File: src/design/gfMulPkg.sv
/*
  Shared definitions for the GF(2^26) Karatsuba multiplier:
  field and product widths, the default field polynomial,
  lane names and the per-lane operand pair struct.
*/
`default_nettype none

package gfMulPkg;

  // width of one field element
  localparam int FIELD_WIDTH = 26;

  // the Karatsuba split works on two halves of this width
  localparam int HALF_WIDTH = 13;

  // a 13x13 carry-less product has degree 24
  localparam int PART_WIDTH = 2 * HALF_WIDTH - 1;

  // the full unreduced product has degree 50
  localparam int PROD_WIDTH = 2 * FIELD_WIDTH - 1;

  localparam int NUM_LANES = 3;

  // x^26 + x^6 + x^2 + x + 1, the top bit included
  localparam logic [FIELD_WIDTH:0] DEFAULT_FIELD_POLY = 27'h400_0047;

  // role of each partial-product lane
  typedef enum logic [1:0] {
    LANE_LO  = 2'd0,
    LANE_HI  = 2'd1,
    LANE_MID = 2'd2
  } laneIdx_e;

  // operand pair handed to one lane
  typedef struct packed {
    logic [HALF_WIDTH-1:0] aOp;
    logic [HALF_WIDTH-1:0] bOp;
  } lanePair_t;

endpackage

`default_nettype wire

File: src/design/ksSplit.sv
/*
  Operand splitter: registers both field elements as three
  13-bit operand pairs, one per Karatsuba lane.
*/
`timescale 1ns/1ps
`default_nettype none

module ksSplit import gfMulPkg::*; (
  input  wire                          clk,
  input  wire                          rstN,
  input  logic                         inValid,
  input  logic [FIELD_WIDTH-1:0]       inA,
  input  logic [FIELD_WIDTH-1:0]       inB,
  output lanePair_t [NUM_LANES-1:0]    lanePairs,
  output logic                         splitValid
);

  logic [HALF_WIDTH-1:0] aLo;
  logic [HALF_WIDTH-1:0] aHi;
  logic [HALF_WIDTH-1:0] bLo;
  logic [HALF_WIDTH-1:0] bHi;

  assign aLo = inA[HALF_WIDTH-1:0];
  assign aHi = inA[FIELD_WIDTH-1:HALF_WIDTH];
  assign bLo = inB[HALF_WIDTH-1:0];
  assign bHi = inB[FIELD_WIDTH-1:HALF_WIDTH];

  always_ff @(posedge clk or negedge rstN) begin
    if (!rstN) begin
      splitValid <= 1'b0;
      lanePairs  <= '0;
    end else begin
      splitValid <= inValid;
      if (inValid) begin
        lanePairs[LANE_LO].aOp <= aLo;
        lanePairs[LANE_LO].bOp <= bLo;
        lanePairs[LANE_HI].aOp <= aHi;
        lanePairs[LANE_HI].bOp <= bHi;
        // the middle lane multiplies (aHi + aLo)(bHi + bLo) in GF(2)
        lanePairs[LANE_MID].aOp <= aHi ^ aLo;
        lanePairs[LANE_MID].bOp <= bHi ^ bLo;
      end
    end
  end

endmodule

`default_nettype wire

File: src/design/ksMul13.sv
/*
  One Karatsuba lane: a 13x13 schoolbook carry-less multiplier
  with a registered product and strobe.
*/
`timescale 1ns/1ps
`default_nettype none

module ksMul13 import gfMulPkg::*; (
  input  wire                    clk,
  input  wire                    rstN,
  input  lanePair_t              pairIn,
  input  logic                   pairValid,
  output logic [PART_WIDTH-1:0]  partProd,
  output logic                   laneValid
);

  logic [PART_WIDTH-1:0] prodComb;

  // each product bit k collects every aOp[i] & bOp[j] with i + j == k
  always_comb begin
    prodComb = '0;
    for (int i = 0; i < HALF_WIDTH; i++) begin
      for (int j = 0; j < HALF_WIDTH; j++) begin
        prodComb[i+j] = prodComb[i+j] ^ (pairIn.aOp[i] & pairIn.bOp[j]);
      end
    end
  end

  always_ff @(posedge clk or negedge rstN) begin
    if (!rstN) begin
      laneValid <= 1'b0;
      partProd  <= '0;
    end else begin
      laneValid <= pairValid;
      if (pairValid) begin
        partProd <= prodComb;
      end
    end
  end

endmodule

`default_nettype wire

File: src/design/ksCombine.sv
/*
  Karatsuba combiner: merges the low, high and middle lane
  products into the registered 51-bit carry-less product.
*/
`timescale 1ns/1ps
`default_nettype none

module ksCombine import gfMulPkg::*; (
  input  wire                                  clk,
  input  wire                                  rstN,
  input  logic [NUM_LANES-1:0][PART_WIDTH-1:0] partProd,
  input  logic                                 partValid,
  output logic [PROD_WIDTH-1:0]                fullProd,
  output logic                                 combValid
);

  logic [PART_WIDTH-1:0] loProd;
  logic [PART_WIDTH-1:0] hiProd;
  logic [PART_WIDTH-1:0] midProd;
  logic [PART_WIDTH-1:0] midTerm;
  logic [PROD_WIDTH-1:0] combProd;

  assign loProd  = partProd[LANE_LO];
  assign hiProd  = partProd[LANE_HI];
  assign midProd = partProd[LANE_MID];

  // (aH+aL)(bH+bL) - aH*bH - aL*bL leaves the cross terms only
  assign midTerm = midProd ^ loProd ^ hiProd;

  // result = L + (midTerm << 13) + (H << 26), written out per bit range
  always_comb begin
    // bits 0..12 come from the low product alone
    combProd[HALF_WIDTH-1:0] = loProd[HALF_WIDTH-1:0];

    // bits 13..24 overlap the low product and the middle term
    combProd[PART_WIDTH-1:HALF_WIDTH] =
      loProd[PART_WIDTH-1:HALF_WIDTH] ^ midTerm[PART_WIDTH-HALF_WIDTH-1:0];

    // bit 25 only sees the middle term
    combProd[PART_WIDTH] = midTerm[HALF_WIDTH-1];

    // bits 26..37 overlap the middle term and the high product
    combProd[PART_WIDTH+HALF_WIDTH-1:FIELD_WIDTH] =
      midTerm[PART_WIDTH-1:HALF_WIDTH] ^ hiProd[PART_WIDTH-HALF_WIDTH-1:0];

    // bits 38..50 are the top of the high product
    combProd[PROD_WIDTH-1:PART_WIDTH+HALF_WIDTH] =
      hiProd[PART_WIDTH-1:HALF_WIDTH-1];
  end

  always_ff @(posedge clk or negedge rstN) begin
    if (!rstN) begin
      combValid <= 1'b0;
      fullProd  <= '0;
    end else begin
      combValid <= partValid;
      if (partValid) begin
        fullProd <= combProd;
      end
    end
  end

endmodule

`default_nettype wire

File: src/design/gfReduce.sv
/*
  Field reduction: folds the 51-bit carry-less product modulo
  the field polynomial and registers the 26-bit remainder.
*/
`timescale 1ns/1ps
`default_nettype none

module gfReduce import gfMulPkg::*; #(
  parameter logic [FIELD_WIDTH:0] FIELD_POLY = DEFAULT_FIELD_POLY
) (
  input  wire                     clk,
  input  wire                     rstN,
  input  logic [PROD_WIDTH-1:0]   prodIn,
  input  logic                    prodValid,
  output logic [FIELD_WIDTH-1:0]  outProd,
  output logic                    outValid
);

  // the polynomial zero-extended to the product width
  localparam logic [PROD_WIDTH-1:0] POLY_EXT = PROD_WIDTH'(FIELD_POLY);

  logic [PROD_WIDTH-1:0] remComb;

  // fold from the top bit down, so bits raised by a fold
  // above degree 25 are cleared by a later pass of the loop
  always_comb begin
    remComb = prodIn;
    for (int k = PROD_WIDTH - 1; k >= FIELD_WIDTH; k--) begin
      if (remComb[k]) begin
        remComb = remComb ^ (POLY_EXT << (k - FIELD_WIDTH));
      end
    end
  end

  always_ff @(posedge clk or negedge rstN) begin
    if (!rstN) begin
      outValid <= 1'b0;
      outProd  <= '0;
    end else begin
      outValid <= prodValid;
      if (prodValid) begin
        outProd <= remComb[FIELD_WIDTH-1:0];
      end
    end
  end

endmodule

`default_nettype wire

File: src/design/gfMulTop.sv
/*
  GF(2^26) multiplier top level: operand splitter, three
  carry-less lanes, Karatsuba combiner and field reduction.
  Four register stages, one operation per clock.
*/
`timescale 1ns/1ps
`default_nettype none

module gfMulTop import gfMulPkg::*; #(
  parameter logic [FIELD_WIDTH:0] FIELD_POLY = DEFAULT_FIELD_POLY
) (
  input  wire                     clk,
  input  wire                     rstN,
  input  logic                    inValid,
  input  logic [FIELD_WIDTH-1:0]  inA,
  input  logic [FIELD_WIDTH-1:0]  inB,
  output logic                    outValid,
  output logic [FIELD_WIDTH-1:0]  outProd
);

  lanePair_t [NUM_LANES-1:0]          lanePairs;
  logic                               splitValid;
  logic [NUM_LANES-1:0][PART_WIDTH-1:0] partProd;
  logic [NUM_LANES-1:0]               laneValid;
  logic [PROD_WIDTH-1:0]              fullProd;
  logic                               combValid;

  // stage 1
  ksSplit uSplit (
    .clk        (clk),
    .rstN       (rstN),
    .inValid    (inValid),
    .inA        (inA),
    .inB        (inB),
    .lanePairs  (lanePairs),
    .splitValid (splitValid)
  );

  // stage 2, the lanes are identical and only differ in their operands
  for (genvar i = 0; i < NUM_LANES; i++) begin : gLane
    ksMul13 uLane (
      .clk       (clk),
      .rstN      (rstN),
      .pairIn    (lanePairs[i]),
      .pairValid (splitValid),
      .partProd  (partProd[i]),
      .laneValid (laneValid[i])
    );
  end

  // stage 3, the lanes run in lockstep so one strobe stands for all
  ksCombine uCombine (
    .clk       (clk),
    .rstN      (rstN),
    .partProd  (partProd),
    .partValid (laneValid[LANE_LO]),
    .fullProd  (fullProd),
    .combValid (combValid)
  );

  // stage 4
  gfReduce #(
    .FIELD_POLY (FIELD_POLY)
  ) uReduce (
    .clk       (clk),
    .rstN      (rstN),
    .prodIn    (fullProd),
    .prodValid (combValid),
    .outProd   (outProd),
    .outValid  (outValid)
  );

endmodule

`default_nettype wire

File: config.mk
export PLATFORM = sky130hd
export DESIGN_NAME = gfMulTop
export DESIGN_NICKNAME = d
export VERILOG_FILES = /design/src/design/gfMulPkg.sv /design/src/design/ksSplit.sv /design/src/design/ksMul13.sv /design/src/design/ksCombine.sv /design/src/design/gfReduce.sv /design/src/design/gfMulTop.sv
export SDC_FILE = /design/constraint.sdc
export NUM_CORES = 1
export LEC_CHECK = 0
export ABC_AREA = 1
export BUFFER_PORTS_ARGS = -buffer_cell sky130_fd_sc_hd__buf_4
export CELL_PAD_IN_SITES_DETAIL_PLACEMENT = 2
export CELL_PAD_IN_SITES_GLOBAL_PLACEMENT = 2
export CORE_MARGIN = 4
export CORE_UTILIZATION = 38
export DETAILED_ROUTE_END_ITERATION = 10
export PLACE_DENSITY_LB_ADDON = 0.1
export SLEW_MARGIN = 30
export SYNTH_ARGS = -nofsm -noshare
export SYNTH_HDL_FRONTEND = slang
export SYNTH_HIERARCHICAL = 1
export SYNTH_SLANG_ARGS = --single-unit
File: constraint.sdc
create_clock -name clk -period 3.8 [get_ports clk]
set_input_delay 0.57 -clock clk [delete_from_list [all_inputs] [get_ports clk]]
set_output_delay 0.57 -clock clk [all_outputs]
set_load 0.01 [all_outputs]
==> results.yml <==
synth:
  ys_warn_count: 6
  avgSynthCellArea_um2: 6.38
  syn-cell-area_um2: 19500
  syn_nets: 3109
  synthCells: 3054
status:
  status: "finished clean"
critical_path:
  cp-start-kind: "flip-flop"
  crit_path_max_fanout: 28
  reg2reg_from: "uCombine/combValid$_DFF_PN0_"
  worst_ep_arrival_time_ns: 2.77
  rrSetupSlack_ns: 1.50
  critPathRequiredTime_ns: 4.27
  end_kind: "flip-flop"
  path_class: "reg2reg"
  reg2reg_depth: 2
  r2r-end: "uReduce/outProd[0]$_DFFE_PN0P_"
final_layout:
  nNetsFinal: 3104
  synthToLayoutAreaGrowth_pct: 8.78
  instances_no_fill: 3744
  utilization: 0.420
  multi_input_area_um2: 11700
  fillers: 6228
  final_layout_size_suffix_gt1_frac: 0.0589
  num_antenna_cells: 0
  fin_area_um2: 21200
  regArea_um2: 5860
route:
  wire_per_inst_um: 20.5
  via_count: 19730
  wirelength_um: 76700
  drt_iter0_markers: 908
  ant_nets: 0
  drc: 0
  via_per_inst: 5.27
  first_pass_iters: 5
timing:
  slew_violations: 0
  hold_viol: 0
  period_needed_ns: 2.30
  rsz0062_at_grt: "false"
  clock_skew_ns: 0.0150
  fin_crit_sh: 0.606
  setup_viol: 0
  timing.final.ws_setup_ns: 1.50
  slew_headroom: 0.386
  tightestPinTransition_ns: 0.921
  max_clock_freq_ghz: 0.435
  tns_ns: 0
worst_hold_path:
  hold_depth: 3
  min_from: "inB[12]"
  hold_end: "uSplit/lanePairs[64]$_DFFE_PN0P_"
  min_path_type: "in2reg"
clock_network:
  clkTransAtPathRegs_ns: 0.06
  insertion_delay_ns: 0.58
  cts_tree: "done"
  root_buffer: "clkbuf_16"
  numCtsBuffers: 30
  clock_sinks: 234
  h-tree-depth: 1
  clockBufferDepth: 3
placed_design:
  place_congestion: 0.814
  io_buffers: 81
  pre_cts_ws_ns: 1.38
  dp.cells: 3688
  dp_hpwl_um: 56000
  dpl_cell_area_um2: 20200
global_route:
  antenna_found_initial: 0
  grt_start_max_net_pins: 130
  grt_usage: 0.278
  grt_pass1_wl_um: 121000
  grt_pass1_vias: 21890
  grt_remaining_overflow: 0
die:
  num_rows: 82
  fp.dieArea_um2: 54900
  die_w_um: 234
  start_util: 0.386
  die_h_um: 234
  coreArea_um2: 50400
  io_pins: 82
pwr:
  p_leak_nw: 10.9
  ir_drop_v: 0.000323
  power_density_nw_per_um2: 571
flow_run:
  maxCapViolCount: 0
state kept, by name (all words and copies together) (netlist names):
signal and flops:
gLane.uLane/laneValid 1, gLane.uLane/partProd 75, uCombine/combValid 1, uCombine/fullProd 51, uReduce/outProd 26, uReduce/outValid 1
uSplit/lanePairs 78, uSplit/splitValid 1
critical path: stages (launching register included):
cell and delay, ns:
dfrtp_1 0.90, clkinv_1 0.89, o21ai_0 0.39
per-stage QoR:
step	hold WS, ns	total power, mW
finish	0.237	12.1
global route	0.227	13.1
CTS	0.205	12.2
detailed placement	0.476	9.16
global placement	0.465	8.73
floorplan	0.274	7.35
repair_timing:
action	4_1_cts	5_1_grt
hold buffers	1	0
buffers inserted	0	0
resized for setup	0	0
hold endpoints to repair	66	0
how the worst max path moves through the flow:
stage / start / endpoint / slack (ns) / cells past startpoint
6_report: uCombine/combValid$_DFF_PN0_ / uReduce/outProd[0]$_DFFE_PN0P_ / 1.50 / 2
5_1_grt: uCombine/combValid$_DFF_PN0_ / uReduce/outProd[0]$_DFFE_PN0P_ / 1.12 / 3
4_1_cts: uCombine/combValid$_DFF_PN0_ / uReduce/outProd[0]$_DFFE_PN0P_ / 1.37 / 3
3_5_place_dp: uCombine/combValid$_DFF_PN0_ / uReduce/outProd[0]$_DFFE_PN0P_ / 1.38 / 3
3_3_place_gp: inValid / uSplit/lanePairs[15]$_DFFE_PN0P_ / 1.52 / 4
2_1_floorplan: uSplit/lanePairs[6]$_DFFE_PN0P_ / gLane[0].uLane/partProd[11]$_DFFE_PN0P_ / 2.46 / 10
cells in the final DEF (no fill, tap or decap), types with 7 or more instances in the layout:
| master | instances |
|---|---|
| buf_4 | 91 |
| nand3_1 | 316 |
| o21ai_1 | 17 |
| dfrtp_1 | 234 |
| clkbuf_16 | 30 |
| clkbuf_8 | 7 |
| or2_0 | 12 |
| or2_2 | 8 |
| xnor2_1 | 240 |
| xor2_1 | 122 |
| o21ai_0 | 67 |
| nand2_1 | 1510 |
| o21ai_2 | 24 |
| nor2_1 | 57 |
| nand3b_1 | 22 |
| clkinv_2 | 7 |
| inv_1 | 267 |
power by group:
group / switching, mW / internal [mW] / total (mW)
sequential: 1.30 / 3.11 / 4.40
combinational: 2.88 / 1.87 / 4.76
clock: 1.15 / 1.79 / 2.94
total: 5.33 / 6.77 / 12.1
layout make-up:
class	count	area share
repair buffers	95	0.0353
multi-input cells	2414	0.551
inverters	274	0.0489
flip-flops and latches	234	0.276
clock buffers	43	0.0411
clock inverters	12	0.00709
well taps	672	0.0397
layer usage:
metal / up-vias / global-route usage / part of all wire
met2: 300 / 0.528 / 0.52
met5: - / 0 / 0
li1: 9276 / - / -
met3: 107 / 0.0230 / 0.026
met1: 10047 / 0.334 / 0.43
met4: 0 / 0.0803 / 0.029
(Power assumes the default switching activity.)
